[src/verilog/board_pkg.sv]
package board_pkg;

  // byte address space, 4 KiB
  localparam int addr_width      = 12;
  localparam int bank_addr_width = addr_width - 1;  // each bank holds every other byte

  // memory-mapped I/O registers
  localparam logic [addr_width-1:0] io_led_addr  = 12'h080;
  localparam logic [addr_width-1:0] io_lcd_addr  = 12'h081;
  localparam logic [addr_width-1:0] io_gpio_addr = 12'h082;

  // 0x080..0x0ff is I/O, memory never sees it
  localparam logic [addr_width-1:0] io_window_mask = 12'hf80;
  localparam logic [addr_width-1:0] io_window_base = 12'h080;

  // LED matrix scan timing, in sys_clk cycles
  localparam int scan_period       = 27000;
  localparam int gap_on            = 100;   // dark lead-in of each row
  localparam int gap_off           = 2000;  // dark tail of each row
  localparam int scan_timer_width  = 15;
  localparam int scan_rows         = 9;
  localparam int row_index_width   = 4;

  // segments a..g in bits 6:0, a on top going clockwise, g is the middle bar
  localparam logic [6:0] seg_table [16] = '{
    7'b1111110, 7'b0110000, 7'b1101101, 7'b1111001,
    7'b0110011, 7'b1011011, 7'b1011111, 7'b1110010,
    7'b1111111, 7'b1111011, 7'b1110111, 7'b0011111,
    7'b1001110, 7'b0111101, 7'b1001111, 7'b1000111
  };

endpackage
[src/verilog/io_space.sv]
module io_space (
  input  logic                             sys_clk,
  input  logic                             rst_n,
  input  logic [board_pkg::addr_width-1:0] mem_addr,
  input  logic                             mem_wr,
  input  logic                             mem_byt,
  input  logic [15:0]                      wr_data,
  input  logic [15:0]                      mem_word,
  output logic [15:0]                      rd_data,
  output logic [7:0]                       io_led,
  output logic                             lcd_e,
  output logic                             lcd_rw,
  output logic                             lcd_rs,
  output logic [3:0]                       lcd_db,
  output logic [7:0]                       gpio
);

  logic [7:0]                       lcd;
  logic [board_pkg::addr_width-1:0] mem_addr_d;  // lines up with RAM read data
  logic                             io_hit_d;
  logic                             led_pair_d;  // 0x080..0x081
  logic                             gpio_pair_d; // 0x082..0x083

  // register writes
  always_ff @(posedge sys_clk, negedge rst_n) begin
    if (!rst_n) begin
      io_led <= 8'd0;
      lcd    <= 8'd0;
      gpio   <= 8'd0;
    end else if (mem_wr) begin
      case (mem_addr)
        board_pkg::io_led_addr: begin
          if (mem_byt) begin
            io_led <= wr_data[7:0];
          end else begin
            {lcd, io_led} <= wr_data;  // word write also sets lcd
          end
        end
        board_pkg::io_lcd_addr:  lcd  <= wr_data[15:8];
        board_pkg::io_gpio_addr: gpio <= wr_data[7:0];
        default: ;
      endcase
    end
  end

  // LCD pins straight off the register
  assign lcd_e  = lcd[0];
  assign lcd_rw = lcd[1];
  assign lcd_rs = lcd[2];
  assign lcd_db = lcd[7:4];  // bit 3 only reads back

  always_ff @(posedge sys_clk, negedge rst_n) begin
    if (!rst_n) begin
      mem_addr_d <= '0;
    end else begin
      mem_addr_d <= mem_addr;
    end
  end

  assign io_hit_d = (mem_addr_d & board_pkg::io_window_mask) == board_pkg::io_window_base;

  // word pairs, ignore bit 0
  assign led_pair_d =
    mem_addr_d[board_pkg::addr_width-1:1] == board_pkg::io_led_addr[board_pkg::addr_width-1:1];
  assign gpio_pair_d =
    mem_addr_d[board_pkg::addr_width-1:1] == board_pkg::io_gpio_addr[board_pkg::addr_width-1:1];

  // read-back mux
  always_comb begin
    if (!io_hit_d) begin
      rd_data = mem_word;
    end else if (led_pair_d) begin
      rd_data = {lcd, io_led};
    end else if (gpio_pair_d) begin
      rd_data = {8'd0, gpio};
    end else begin
      rd_data = 16'd0;  // rest of the window
    end
  end

  a_reg_change_after_wr : assert property (
    @(posedge sys_clk) disable iff (!rst_n)
    !$stable({lcd, gpio}) |-> $past(mem_wr)
  ) else $error("lcd or gpio changed without a write strobe");

endmodule

[config.mk]
export PLATFORM = sky130hd
export DESIGN_NAME = io_space
export DESIGN_NICKNAME = d
export VERILOG_FILES = /design/src/verilog/board_pkg.sv /design/src/verilog/io_space.sv
export SDC_FILE = /design/constraint.sdc
export NUM_CORES = 1
export LEC_CHECK = 0
export BUFFER_PORTS_ARGS = -buffer_cell sky130_fd_sc_hd__buf_2
export CORE_UTILIZATION = 25
export CTS_CLUSTER_DIAMETER = 30
export DETAILED_ROUTE_END_ITERATION = 6
export SKIP_LAST_GASP = 1
export SLEW_MARGIN = 20
export SYNTH_ARGS = -nofsm -noshare
export SYNTH_HDL_FRONTEND = slang
export SYNTH_SLANG_ARGS = --single-unit
[constraint.sdc]
create_clock -name sys_clk -period 2.66 [get_ports sys_clk]
set_input_delay 0.532 -clock sys_clk [delete_from_list [all_inputs] [get_ports sys_clk]]
set_output_delay 0.532 -clock sys_clk [all_outputs]
set_load 0.03 [all_outputs]
==> impl_metrics.env <==
export IMPL_globalRouteOverflowTotal=0
export IMPL_routedWlPerCell_um=12.32
export IMPL_ys_ff_latch=35
export IMPL_die_w_um=81.54
export IMPL_maxCapViolations=0
export IMPL_gp_congestion=0.6853
export IMPL_setup_viol=0
export IMPL_drc=0
export IMPL_layout_commonest_cell="buf_2"
export IMPL_yosys_warnings=0
export IMPL_grt_pass1_vias=1132
export IMPL_worstPathArrival_ps=2040
export IMPL_dieArea_um2=6648
export IMPL_slew_limit_headroom=0.4930
export IMPL_setup_tns_ps=0
export IMPL_tritoncts="done"
export IMPL_r2r_slack_ps=1890
export IMPL_clock_fmax_mhz=389.3
export IMPL_grtUsageTotal=0.1159
export IMPL_tightest_slew_ps=760.5
export IMPL_clockRootBuffer="clkbuf_8"
export IMPL_ant_nets=0
export IMPL_crit_path_start_kind="flop"
export IMPL_drt_iter0_drc=23
export IMPL_die_h_um=81.54
export IMPL_area_growth_syn_to_layout_pct=38.45
export IMPL_critPathCaptureType="primary output"
export IMPL_io_buffers=86
export IMPL_cts_buffers_inserted=5
export IMPL_htreeDepth=2
export IMPL_skew_ps=0
export IMPL_path_class="flop to primary output"
export IMPL_fin_crit_ps=2569
export IMPL_outcome="complete, no violations"
export IMPL_viasPerCell=4.336
export IMPL_drt_total_wl_mm=3.635
export IMPL_p_leak_nw=1.216
export IMPL_n_antenna_cell=0
export IMPL_grt_antenna_before_repair=0
export IMPL_path_clk_slew_ps=70
export IMPL_rsz0062_at_grt="no"
export IMPL_synth_edf_count=0
export IMPL_postLayoutCellArea_um2=2190
export IMPL_core_um2=6026
export IMPL_syn_area_um2=1582
export IMPL_synthCells=133
export IMPL_grt_pass1_wl_mm=5.575
export IMPL_p_per_area_nw_per_um2=517.9
export IMPL_reg2reg_depth=1
export IMPL_row_count=28
export IMPL_start_util=0.2625
export IMPL_dpl_cell_area_um2=2067
export IMPL_fin_crit_sh=0.9657
export IMPL_grt_max_degree=36
export IMPL_fin_nets=267
export IMPL_seq_area_frac_synth=0.5538
export IMPL_power_total_mw=1.134
export IMPL_mostFrequentLayoutCells="86 x buf_2, 35 x dfrtp_1, 26 x nand2_1"
export IMPL_clk_latency_ps=280
export IMPL_worst_r2r_endpoint="lcd[0]$_DFFE_PN0P_"
export IMPL_final_max_slew_viol_count=0
export IMPL_pin_count=87
export IMPL_synth_cell_types=21
export IMPL_ir_drop_uv=315.9
export IMPL_clkSinkCount=35
export IMPL_vias=1279
export IMPL_hold_class="primary input to async pin"
export IMPL_finalHoldViolCount=0
export IMPL_crit_fanout=8
export IMPL_avgSynthCellArea_um2=11.89
export IMPL_crit_required_ps=2130
export IMPL_hpwl_mm=2.748
export IMPL_final_layout_size_suffix_gt1_frac=0.5955
export IMPL_async_flop_share=1.000
export IMPL_r2r_start="lcd[0]$_DFFE_PN0P_"
export IMPL_first_pass_iters=3
export IMPL_yosys_most_used_dff="dfrtp_1"
export IMPL_cts_buffer_depth=2
export IMPL_syn_nets=181
[logic make-up after synthesis]
group / Yosys count / synth area share
simple gates: 38 / 0.1108
flops: 35 / 0.5538
mux: 32 / 0.2215
compound gates: 17 / 0.07278
buf+inv: 11 / 0.04113
[how the worst max path moves through the flow]
| stage | startpoint | to | slack, ps | depth (start not counted) |
|---|---|---|---|---|
| 6_report | mem_addr_d[6]$_DFF_PN0_ | rd_data[4] | 90 | 4 |
| 5_1_grt | mem_addr_d[11]$_DFF_PN0_ | rd_data[3] | 7 | 5 |
| 4_1_cts | mem_addr_d[6]$_DFF_PN0_ | rd_data[12] | 40 | 4 |
| 3_5_place_dp | mem_addr_d[11]$_DFF_PN0_ | rd_data[4] | 170 | 5 |
| 3_3_place_gp | mem_addr_d[11]$_DFF_PN0_ | rd_data[6] | 180 | 5 |
| 2_1_floorplan | mem_addr_d[6]$_DFF_PN0_ | rd_data[10] | 130 | 4 |
[per-stage QoR]
stage | utilization | hold slack (ps) | worst slack (ps) | cells
after global placement | 0.3430 | 494.4 | 176.1 | 287
after CTS | 0.3625 | 342.8 | 35.71 | 295
after floorplan | - | 236.4 | 127.6 | 133
after detailed placement | 0.3430 | 499.5 | 168.3 | 287
final | 0.3634 | 318.3 | 91.34 | 295
after global routing | 0.3634 | 352.8 | 6.661 | 295
[synthesized netlist by cell type, drive strengths merged (2+ instances only)]
library cell,number,area share
buf,6,0.029
clkbuf,4,0.0095
dfrtp,35,0.55
mux2,24,0.17
mux2i,8,0.051
nand2,26,0.062
nor4b,2,0.011
o21ai,16,0.070
or3,2,0.0079
or4,2,0.0095
[power breakdown]
group          internal [mW]  switching, mW  total, mW
combinational         0.0496         0.0751      0.125
sequential             0.542        0.00383      0.546
clock                  0.279          0.185      0.463
total                  0.871          0.263       1.13
[state kept, by name, indices dropped and copies added (netlist names)]
register and flops:
io_led 8, gpio 8, mem_addr_d 11, lcd 8
[routing by layer]
layer,share of wire,wire [um],GRT usage,up-vias
li1,-,-,-,627
met1,0.46,1688,0.1535,605
met2,0.47,1709,0.1792,45
met3,0.061,222,0.03556,2
met4,0.0041,15,0.03750,0
met5,0,0,0,-
[final cells by class]
cell class	instances	area [um^2]
tap	75	93.84
sequential	35	875.8
multi-input combinational	87	650.6
clock buffer	5	68.82
fill	625	3836
timing repair buffer	89	452.9
clock inverter	3	43.79
inverter	1	3.754
[repair_timing]
item / CTS / global route
gates resized for setup: 1 / 1
endpoints found under the setup margin: 8 / 16
hold buffers: 0 / 0
pin swaps: 0 / 1
setup buffers: 0 / 0
[critical path, cell delays in order (launching register included)]
cell,delay [ps]
dfrtp_1,360
or4_1,550
or3_4,490
o21ai_2,150
buf_2,200
(Power assumes the default switching activity.)
