File: config.mk
export PLATFORM = sky130hd
export DESIGN_NAME = led_matrix_scan
export DESIGN_NICKNAME = d
export VERILOG_FILES = /design/src/verilog/board_pkg.sv /design/src/verilog/led_matrix_scan.sv
export SDC_FILE = /design/constraint.sdc
export NUM_CORES = 1
export LEC_CHECK = 0
export BUFFER_PORTS_ARGS = -buffer_cell sky130_fd_sc_hd__buf_2
export CAP_MARGIN = 40
export CORE_MARGIN = 2
export CORE_UTILIZATION = 50
export CTS_CLUSTER_SIZE = 28
export DETAILED_ROUTE_END_ITERATION = 8
export PLACE_DENSITY = 0.89
export SLEW_MARGIN = 20
export SYNTH_ARGS = -nofsm -noshare
export SYNTH_HDL_FRONTEND = slang
export SYNTH_SLANG_ARGS = --single-unit
File: constraint.sdc
create_clock -name sys_clk -period 3.4 [get_ports sys_clk]
set_input_delay 0.17 -clock sys_clk [delete_from_list [all_inputs] [get_ports sys_clk]]
set_output_delay 0.17 -clock sys_clk [all_outputs]
set_load 0.02 [all_outputs]
File: src/verilog/board_pkg.sv
package board_pkg;

  // byte address space, 4 KiB
  localparam int addr_width      = 12;
  localparam int bank_addr_width = addr_width - 1;  // each bank holds every other byte

  // memory-mapped I/O registers
  localparam logic [addr_width-1:0] io_led_addr  = 12'h080;
  localparam logic [addr_width-1:0] io_lcd_addr  = 12'h081;
  localparam logic [addr_width-1:0] io_gpio_addr = 12'h082;

  // 0x080..0x0ff is I/O, memory never sees it
  localparam logic [addr_width-1:0] io_window_mask = 12'hf80;
  localparam logic [addr_width-1:0] io_window_base = 12'h080;

  // LED matrix scan timing, in sys_clk cycles
  localparam int scan_period       = 27000;
  localparam int gap_on            = 100;   // dark lead-in of each row
  localparam int gap_off           = 2000;  // dark tail of each row
  localparam int scan_timer_width  = 15;
  localparam int scan_rows         = 9;
  localparam int row_index_width   = 4;

  // segments a..g in bits 6:0, a on top going clockwise, g is the middle bar
  localparam logic [6:0] seg_table [16] = '{
    7'b1111110, 7'b0110000, 7'b1101101, 7'b1111001,
    7'b0110011, 7'b1011011, 7'b1011111, 7'b1110010,
    7'b1111111, 7'b1111011, 7'b1110111, 7'b0011111,
    7'b1001110, 7'b0111101, 7'b1001111, 7'b1000111
  };

endpackage
File: src/verilog/led_matrix_scan.sv
module led_matrix_scan (
  input  logic                            sys_clk,
  input  logic                            rst_n,
  input  logic [15:0]                     dbg_insn,
  input  logic [15:0]                     dbg_stack0,
  input  logic [15:0]                     dbg_stack1,
  input  logic [5:0]                      dbg_alu_sel,
  input  logic [7:0]                      io_led,
  input  logic [11:0]                     mem_addr,
  output logic [board_pkg::scan_rows-1:0] led_row,
  output logic [7:0]                      led_col
);

  localparam int tw = board_pkg::scan_timer_width;
  localparam int rw = board_pkg::row_index_width;

  localparam logic [tw-1:0] timer_last = tw'(board_pkg::scan_period - 1);
  localparam logic [tw-1:0] lit_start  = tw'(board_pkg::gap_on);
  localparam logic [tw-1:0] lit_end    = tw'(board_pkg::scan_period - board_pkg::gap_off);
  localparam logic [rw-1:0] row_last   = rw'(board_pkg::scan_rows - 1);

  logic [tw-1:0]                   row_timer;
  logic [rw-1:0]                   row_index;
  logic                            row_lit;
  logic [board_pkg::scan_rows-1:0] row_onehot;
  logic [6:0]                      seg_code;

  // one row per scan_period
  always_ff @(posedge sys_clk, negedge rst_n) begin
    if (!rst_n) begin
      row_timer <= '0;
    end else if (row_timer == timer_last) begin
      row_timer <= '0;
    end else begin
      row_timer <= row_timer + 1'b1;
    end
  end

  always_ff @(posedge sys_clk, negedge rst_n) begin
    if (!rst_n) begin
      row_index <= '0;
    end else if (row_timer == '0) begin
      if (row_index == row_last) begin
        row_index <= '0;
      end else begin
        row_index <= row_index + 1'b1;
      end
    end
  end

  // dark at both ends of a row so the old column data does not ghost
  assign row_lit = (row_timer >= lit_start) && (row_timer < lit_end);

  assign row_onehot = row_lit ? (board_pkg::scan_rows'(1) << row_index) : '0;
  assign led_row    = ~row_onehot;  // active low

  // 7-segment view of the bus address
  assign seg_code = board_pkg::seg_table[mem_addr[3:0]];

  always_comb begin
    case (row_index)
      4'd0:    led_col = dbg_insn[15:8];
      4'd1:    led_col = dbg_insn[7:0];
      4'd2:    led_col = dbg_stack0[15:8];
      4'd3:    led_col = dbg_stack0[7:0];
      4'd4:    led_col = dbg_stack1[15:8];
      4'd5:    led_col = dbg_stack1[7:0];
      4'd6:    led_col = {2'd0, dbg_alu_sel};
      4'd7:    led_col = io_led;
      4'd8:    led_col = {seg_code, mem_addr[4]};  // addr bit 4 on the dot
      default: led_col = 8'd0;
    endcase
  end

  a_row_in_range : assert property (
    @(posedge sys_clk) disable iff (!rst_n)
    row_index <= row_last
  ) else $error("row_index past last row");

endmodule

==> results.json, run 1 <==
{
  "syn_nets": 310,
  "grt_pass1_vias": 1733,
  "start_util_pct": 51.1,
  "nFillCells": 322,
  "synth_area_leaders": "dfrtp_1 (26%), ha_1 (8.1%), a22oi_1 (5.3%)",
  "grt_pass1_wl_um": 7380,
  "maxCapViolations": 0,
  "place.gp.congestion": 0.861,
  "maxSlewViolCount": 0,
  "synth_edf_count": 0,
  "die-area_um2": 4190,
  "insertion_delay_ns": 0.26,
  "fin_crit_ns": 2.48,
  "synthFlopType": "dfrtp_1",
  "fp.coreArea_um2": 3610,
  "yosysSeqAreaShare_pct": 25.8,
  "total_power_mw": 0.477,
  "fin_hold_ws_ns": 0.371,
  "path_clk_slew_ns": 0.07,
  "cts_tree": "done",
  "hold_buffers": 1,
  "route.detailed.drc": 0,
  "fin_nets": 385,
  "die_h_um": 64.7,
  "seq_area_um2": 475,
  "layout_commonest_cell": "buf_2",
  "final_cell_mix": "buf_2 (85), nor2_1 (21), dfrtp_1 (19)",
  "status": "complete, no violations",
  "crit_type": "reg2out",
  "overflow": 0,
  "grt_usage_pct": 22.1,
  "dp_hpwl_um": 3760,
  "cts_resized": 0,
  "cts_num_sinks": 19,
  "ioPinCount": 93,
  "crit_arrival_ns": 2.31,
  "required_ns": 3.23,
  "antenna_cells": 0,
  "firstDrtPassIters": 5,
  "synth.distinct_cells": 48,
  "dpl-instance-area_um2": 2260,
  "cts_made_buffers": 3,
  "tns_ns": 0,
  "clockBufferDepth": 2,
  "power.leakage_nw": 1.09,
  "finalInstanceArea_um2": 2310,
  "synth_top_area_share_pct": 25.8,
  "syn_area_um2": 1840,
  "ys_ff_latch": 19,
  "skew_ns": 0.00148,
  "hold_viol_final": 0,
  "cp-start-kind": "flop",
  "vias": 1999,
  "synth_largest_area_cell": "dfrtp_1",
  "hp-class": "in2async",
  "wirelength_um": 4850,
  "layout-drive-gt1-share_pct": 34.1,
  "crit_fanout": 20,
  "die_x_um": 64.7,
  "wl_per_cell_um": 14.1,
  "drtAntennaViolNets": 0,
  "async_reset_ff_share_pct": 100,
  "root_buffer": "clkbuf_8",
  "synth_cells": 222,
  "multi_input_area_um2": 1260,
  "core.rowCount": 22,
  "avgViaCountPerCell": 5.81,
  "grt_max_degree": 21,
  "rsz0062_at_grt": "no",
  "cellPowerDensity_nw_per_um2": 206,
  "max_slew_margin_pct": 53.7,
  "area_delta_synth_final_pct": 25.6,
  "antenna_found_initial": 0,
  "min_period_over_period_pct": 73.1,
  "critPathCaptureType": "primary output",
  "setup_violations": 0,
  "post_cts_buffers": 0,
  "syn_area_per_cell_um2": 8.30,
  "cts_max_level": 1,
  "numPortBuffers": 85,
  "clock.fmax_mhz": 403,
  "synth_warnings": 0,
  "vdd_ir_drop_max_v": 0.000232,
  "drtIter0Drc": 175,
  "tightest_slew_ns": 0.695
}
==> state kept, by name (all words and copies together), names as in the netlist <==
| signal | cells |
|---|---|
| row_timer | 15 |
| row_index | 4 |
==> report_power, final <==
part	leakage (nW)	internal, mW	switching, mW
Clock	0.0228	0.0836	0.0752
Combinational	0.825	0.0501	0.0425
Sequential	0.246	0.226	0
Total	1.09	0.360	0.118
==> synthesized netlist by cell type, types with 2 or more instances <==
cell,n
a31oi_1,2
buf_2,6
a21oi_1,10
nand2_1,16
a222oi_1,6
mux2_2,6
inv_1,10
a22oi_1,13
nor4_1,4
dfrtp_1,19
nand3_1,9
a22o_1,3
o21ai_0,8
nor4_2,2
nor3_1,6
xnor2_1,8
nor2_1,21
a221oi_1,2
xor2_1,6
clkbuf_1,9
nor3b_1,2
nand4_1,10
ha_1,12
nor2b_1,3
nand4b_1,2
and3_1,3
mux2i_1,2
o211ai_1,2
==> logic make-up after synthesis <==
logic type / Yosys count / share of synthesized area (%)
AO/OA/AOI/OAI: 57 / 23.0
adder cells (fa/ha/maj): 12 / 8.15
XOR/XNOR: 14 / 6.65
AND/OR/NAND/NOR: 84 / 24.4
multiplexers: 9 / 5.97
buffers and inverters: 27 / 5.97
flip-flops: 19 / 25.8
==> worst paths after layout <==
kind / from / end / slack [ns] / cells past startpoint
max: row_index[0]$_DFFE_PN0N_ / led_col[2] / 0.92 / 6
min: rst_n / row_timer[0]$_DFF_PN0_ / 0.37 / 2
max reg2reg: row_index[0]$_DFFE_PN0N_ / row_index[0]$_DFFE_PN0N_ / 1.56 / 5
min reg2reg: row_timer[0]$_DFF_PN0_ / row_timer[0]$_DFF_PN0_ / 0.53 / 1
max in group asynchronous: rst_n / row_index[1]$_DFFE_PN0N_ / 2.73 / 2
min in group sys_clk: row_timer[0]$_DFF_PN0_ / row_timer[0]$_DFF_PN0_ / 0.53 / 1
==> worst max-delay path, stage by stage (launching register included) <==
cell      delay (ns)
dfrtp_1         0.44
inv_1           0.10
ha_1            0.61
and3_1          0.35
o311ai_0        0.20
o21ai_0         0.14
buf_2           0.21
==> per-layer routing <==
metal	track usage [%]	up-vias	wire length (um)
li1	-	983	-
met5	0	-	0
met2	41.9	84	2440
met3	2.78	7	372
met1	24.9	925	1960
met4	7.98	0	81
==> final cells by class <==
class | instances | share of cell area (%)
clock buffer | 4 | 1.95
inverter | 11 | 1.78
multi-input combinational | 176 | 54.3
sequential | 19 | 20.5
tap | 48 | 2.59
timing repair buffer | 86 | 18.8
==> per-stage QoR <==
step                      instances  worst slack (ns)  util (%)
after floorplan                 222              1.46         -
after global placement          339              1.21      62.7
after detailed placement        339              1.22      62.7
after CTS                       344             0.933      64.2
after global routing            344             0.758      64.2
final                           344             0.916      64.2
No activity file was read; power rests on OpenSTA's default activity.
==> run 2, diff against run 1 <==
ABC_AREA = 1   (was not set)
CORE_UTILIZATION = 49   (was 50)
PLACE_DENSITY = 0.84   (was 0.89)
clock period = 2.4 ns   (was 3.4 ns; I/O delays follow)
==> run 2 against run 1 <==
Net effect:
- die area up 19%
- critical path type unchanged
- flip-flop and latch count unchanged
- synthesized cell count increased by 68%
- via count grew 30%
- register-to-register slack got worse by 0.59 ns
- highest routed layer unchanged
- combinational power increased by 28%
- critical path depth increased by 3
- clock power grew 40%
==> results.json, run 2 <==
{
  "synthTopCellsByCount": "nand2_1 (131), nor2_1 (53), inv_1 (43)",
  "timing.rr.start": "row_timer[0]$_DFF_PN0_",
  "wirelength_um": 6190,
  "min_period_over_period_pct": 84.1,
  "overflow": 0,
  "max_slew_margin_pct": 70.8,
  "crit_arrival_ns": 1.90,
  "layout-drive-gt1-share_pct": 24.7,
  "regMostFlops": "row_timer",
  "async_reset_ff_share_pct": 100,
  "numPortBuffers": 85,
  "die_x_um": 70.4,
  "vias": 2592,
  "ioPinCount": 93,
  "route.detailed.drc": 0,
  "status": "complete, no violations",
  "fin_nets": 546,
  "clockBufferDepth": 2,
  "largest_register_ffs": 15,
  "grt_pass1_wl_um": 10200,
  "maxSlewViolCount": 0,
  "fp.coreArea_um2": 4290,
  "synth.most_common_cell": "nand2_1",
  "cts_made_buffers": 3,
  "crit_path_top_delay_cell": "dfrtp_1",
  "crit_type": "reg2out",
  "synth.distinct_cells": 25,
  "cts_resized": 0,
  "dp_hpwl_um": 5000,
  "wl_met1_um": 2620,
  "layout_commonest_cell": "nand2_1",
  "r2r_slack_ns": 0.97,
  "path_clk_slew_ns": 0.07,
  "skew_ns": 0.00492,
  "total_power_mw": 0.662,
  "setup_violations": 0,
  "tightest_slew_ns": 0.438,
  "root_buffer": "clkbuf_8",
  "fin_crit_ns": 2.02,
  "cp-start-kind": "flop",
  "crit_top_cell": "nand2_1",
  "critPathCaptureType": "primary output",
  "start_util_pct": 50.4,
  "rsz0062_at_grt": "no",
  "core.rowCount": 24,
  "required_ns": 2.28,
  "drtIter0Drc": 151,
  "avgViaCountPerCell": 5.09,
  "cts_tree": "done",
  "insertion_delay_ns": 0.26,
  "hp-class": "in2async",
  "tns_ns": 0,
  "firstDrtPassIters": 4,
  "place.gp.congestion": 0.890,
  "wl_per_cell_um": 12.2,
  "yosysSeqAreaShare_pct": 22.0,
  "reg2reg_to": "row_index[0]$_DFFE_PN0N_",
  "top_layer": "met4",
  "hold_viol_final": 0,
  "drtAntennaViolNets": 0,
  "stdcell_count": 509,
  "ff2ff_path_depth": 7,
  "antenna_found_initial": 0,
  "cellPowerDensity_nw_per_um2": 248,
  "power.leakage_nw": 1.51,
  "die-area_um2": 4960,
  "dp.cells": 504,
  "final_cell_mix": "nand2_1 (131), buf_2 (85), nor2_1 (53)",
  "nFillCells": 431,
  "slowest_delay_ns": 0.45,
  "reg_top3": "row_timer (15), row_index (4)",
  "dr_wl_met3_um": 402,
  "synth_edf_count": 0,
  "maxCapViolations": 0,
  "die_h_um": 70.4,
  "startpoint": "row_index[0]$_DFFE_PN0N_",
  "syn_area_um2": 2160,
  "synth_top_area_share_pct": 22.7,
  "grt_max_degree": 20,
  "syn_nets": 460,
  "clock.fmax_mhz": 496,
  "syn_area_per_cell_um2": 5.82,
  "synth_cells": 372,
  "grt_usage_pct": 24.9,
  "synth_area_leaders": "nand2_1 (23%), dfrtp_1 (22%), nand3_1 (9.5%)",
  "path_cells": "inv_1, ha_1, nand2_1, nor2_2, nand2_1, nand2_1, nor2_1, nand3_1, buf_2",
  "grt_pass1_vias": 2415,
  "setup.worst_path.end": "led_col[5]",
  "synthFlopType": "dfrtp_1",
  "antenna_cells": 0,
  "ys_ff_latch": 19,
  "route.met2.wl_um": 3110,
  "cts_num_sinks": 19,
  "synth_largest_area_cell": "nand2_1",
  "synth_warnings": 0,
  "crit_fanout": 8,
  "cts_max_level": 1,
  "area_delta_synth_final_pct": 23.5,
  "vdd_ir_drop_max_v": 0.000296
}
[run 2: cell types whose count changed after synthesis, moves of 9 or more]
cell      delta
nand2_1    +115
inv_1       +33
nand3_1     +32
clkbuf_1     -9
a22oi_1     -13
nor2_1      +32
[run 2: critical path: cells and delay by family, from the launching register on]
kind / cells / cell delay [ns]
and+or+nand+nor: 6 / 0.70
DFF: 1 / 0.45
buffers and inverters: 2 / 0.29
adders and majority gates: 1 / 0.20
[run 2: logic make-up after synthesis]
group / after synthesis / share of synthesized area (%)
XOR/XNOR: 5 / 2.02
adder cells (fa/ha/maj): 12 / 6.94
AO/OA/AOI/OAI: 21 / 5.26
flip-flops: 19 / 22.0
AND/OR/NAND/NOR: 262 / 53.7
buffers and inverters: 53 / 10.1
[run 2: repair_timing]
action                                 in CTS  in global routing
hold buffers                                1                  0
buffers inserted                            0                  0
endpoints found under the hold margin      19                  0
[run 2: power by group]
part	internal, mW	switching (mW)	leakage [nW]
Sequential	0.320	0	0.246
Combinational	0.0581	0.0606	1.24
Clock	0.115	0.108	0.0255
[run 2: per-layer routing]
layer / global-route usage, % / up-vias
li1: - / 1337
met1: 31.0 / 1159
met2: 44.8 / 88
met3: 3.61 / 8
met4: 6.41 / 0
met5: 0 / -
[run 2: cell type report]
class                      count  area (um2)  area share [%]
timing repair buffer          86         435            16.3
sequential                    19         475            17.8
tap                           52        65.1            2.43
clock inverter                 1        5.00           0.187
clock buffer                   3        41.3            1.54
inverter                      48         180            6.74
multi-input combinational    300        1470            55.0
[run 2: worst min path at each step]
stage	cells past startpoint	endpoint	from
floorplan	0	row_index[0]$_DFFE_PN0N_	rst_n
global placement	1	row_timer[7]$_DFF_PN0_	rst_n
detailed placement	1	row_timer[7]$_DFF_PN0_	rst_n
CTS	2	row_timer[7]$_DFF_PN0_	rst_n
global route	2	row_timer[9]$_DFF_PN0_	rst_n
finish	2	row_timer[7]$_DFF_PN0_	rst_n
[run 2: metrics by stage]
stage / utilization, % / hold slack, ns / area (um2) / setup slack [ns]
floorplan: - / -0.176 / 2160 / 0.974
global placement: 60.9 / 0.0763 / 2620 / 0.736
detailed placement: 60.9 / 0.0827 / 2620 / 0.668
CTS: 62.2 / 0.334 / 2670 / 0.374
global route: 62.2 / 0.384 / 2670 / 0.202
finish: 62.2 / 0.331 / 2670 / 0.382
==> run 3, diff against run 2 <==
clock period = 2.1 ns   (was 2.4 ns; I/O delays follow)
==> run 3 against run 2 <==
Net effect:
- sequential share of layout area is essentially flat
- cell area grew 0.14%
- core utilization grew 0.087 points
- setup slack lost 0.21 ns
- critical path depth is the same
- power grew 14%
- clock skew shrank 0.0033 ns
- first-iteration DRC count shrank 5.3%
- clock power grew 15%
- worst hold slack lost 0.016 ns
- register-to-register slack lost 0.26 ns
==> results.json, run 3 (synthesized netlist as in run 2, its figures left out) <==
{
  "max_slew_margin_pct": 72.1,
  "tightest_slew_ns": 0.419,
  "path_clk_slew_ns": 0.07,
  "fp.coreArea_um2": 4290,
  "path_cells": "inv_1, ha_1, nand3_1, inv_2, nand2_1, nand2_1, nor2_1, nand3b_1, buf_2",
  "maxCapViolations": 0,
  "numPortBuffers": 85,
  "start_util_pct": 50.4,
  "ff2ff_path_depth": 7,
  "multi_input_area_um2": 1480,
  "critPathBufInv": 3,
  "clockBufferDepth": 2,
  "vias": 2593,
  "crit_top_cell": "nand2_1",
  "wirelength_um": 6060,
  "hold_viol_final": 0,
  "crit_arrival_ns": 1.82,
  "layout_commonest_cell": "nand2_1",
  "fin_hold_ws_ns": 0.315,
  "fin_crit_ns": 1.93,
  "crit_path_top_delay_cell": "dfrtp_1",
  "place.gp.congestion": 0.886,
  "die-area_um2": 4960,
  "grt_usage_pct": 24.0,
  "firstDrtPassIters": 5,
  "slowest_delay_ns": 0.44,
  "cts_made_buffers": 3,
  "dpl-instance-area_um2": 2620,
  "vdd_ir_drop_max_v": 0.000289,
  "route.detailed.drc": 0,
  "cts_max_level": 1,
  "drtIter0Drc": 143,
  "core.rowCount": 24,
  "seq_area_um2": 475,
  "skew_ns": 0.00166,
  "nFillCells": 415,
  "critPathCaptureType": "primary output",
  "finalInstanceArea_um2": 2680,
  "root_buffer": "clkbuf_8",
  "status": "complete, no violations",
  "reg_top3": "row_timer (15), row_index (4)",
  "required_ns": 2.00,
  "maxSlewViolCount": 0,
  "setup_violations": 0,
  "regMostFlops": "row_timer",
  "avgViaCountPerCell": 5.09,
  "cts_num_sinks": 19,
  "die_x_um": 70.4,
  "area_delta_synth_final_pct": 23.7,
  "timing.rr.start": "row_timer[0]$_DFF_PN0_",
  "hp-class": "in2async",
  "die_h_um": 70.4,
  "r2r_slack_ns": 0.71,
  "wl_per_cell_um": 11.9,
  "antenna_cells": 0,
  "fin_nets": 546,
  "clock.fmax_mhz": 519,
  "overflow": 0,
  "rsz0062_at_grt": "no",
  "antenna_found_initial": 0,
  "ioPinCount": 93,
  "tns_ns": 0,
  "dp_hpwl_um": 4870,
  "cp-start-kind": "flop",
  "cts_tree": "done",
  "power.leakage_nw": 1.51,
  "critPathTopFamily": "simple AND/OR/NAND/NOR gates",
  "crit_type": "reg2out",
  "grt_pass1_vias": 2206,
  "layout-drive-gt1-share_pct": 24.5,
  "insertion_delay_ns": 0.26,
  "cellPowerDensity_nw_per_um2": 283,
  "post_cts_buffers": 0,
  "crit_fanout": 8,
  "drtAntennaViolNets": 0,
  "grt_pass1_wl_um": 9850,
  "reg2reg_to": "row_index[3]$_DFFE_PN0N_",
  "largest_register_ffs": 15,
  "min_period_over_period_pct": 91.8,
  "grt_max_degree": 20,
  "final_cell_mix": "nand2_1 (131), buf_2 (85), nor2_1 (53)"
}
run 3: cell types whose count changed in the layout (fill, tap and decap cells not counted):
cell,previous run,this run
clkbuf_1,0,1
nor2_2,3,2
nor2_4,7,8
clkinv_2,1,0
run 3: routing by layer:
layer / track usage (%) / routed length (um) / share of wire [%]
met1: 31.1 / 2590 / 43
met2: 41.9 / 2960 / 49
met3: 3.03 / 428 / 7.1
met4: 6.41 / 80 / 1.3
met5: 0 / 0 / 0
run 3: cell type report:
class                           count  share of cell area, %
Inverter                           48                   6.73
Clock buffer                        4                   1.68
Sequential cell                    19                   17.8
Tap cell                           52                   2.43
Timing Repair Buffer               86                   16.3
Multi-Input combinational cell    300                   55.1
run 3: per-stage QoR:
| step | cells | utilization (%) | power, mW | worst slack (ns) |
|---|---|---|---|---|
| floorplan | 372 | - | 0.420 | 0.689 |
| global placement | 504 | 60.9 | 0.504 | 0.455 |
| detailed placement | 504 | 60.9 | 0.505 | 0.424 |
| CTS | 509 | 62.2 | 0.762 | 0.134 |
| global route | 509 | 62.3 | 0.792 | 0.0379 |
| finish | 509 | 62.3 | 0.757 | 0.173 |
run 3: worst register-to-register path, stage by stage (launching register included):
cell and delay, ns:
dfrtp_1 0.41, inv_1 0.15, ha_1 0.21, nand3_1 0.09, nor2_1 0.12, nand2_1 0.14, nand2_1 0.08, o21ai_0 0.08
run 3: where the power goes:
| group | internal [mW] | leakage (nW) | total [mW] | switching [mW] |
|---|---|---|---|---|
| sequential | 0.366 | 0.246 | 0.366 | 0 |
| clock | 0.135 | 0.0228 | 0.256 | 0.121 |
| combinational | 0.0663 | 1.24 | 0.135 | 0.0685 |
run 3: worst max path at each step:
stage / start / end / depth (start not counted)
after global routing: row_index[3]$_DFFE_PN0N_ / led_col[1] / 8
final: row_index[0]$_DFFE_PN0N_ / led_col[0] / 9
after CTS: row_index[0]$_DFFE_PN0N_ / led_col[1] / 9
after detailed placement: row_index[0]$_DFFE_PN0N_ / led_col[1] / 9
after global placement: row_index[0]$_DFFE_PN0N_ / led_col[1] / 9
after floorplan: row_index[0]$_DFFE_PN0N_ / led_col[1] / 8
run 3: repair_timing:
item	in CTS	in global routing
endpoints found under the hold margin	19	0
resized for setup	0	1
setup endpoints to repair	0	6
hold buffers	1	0
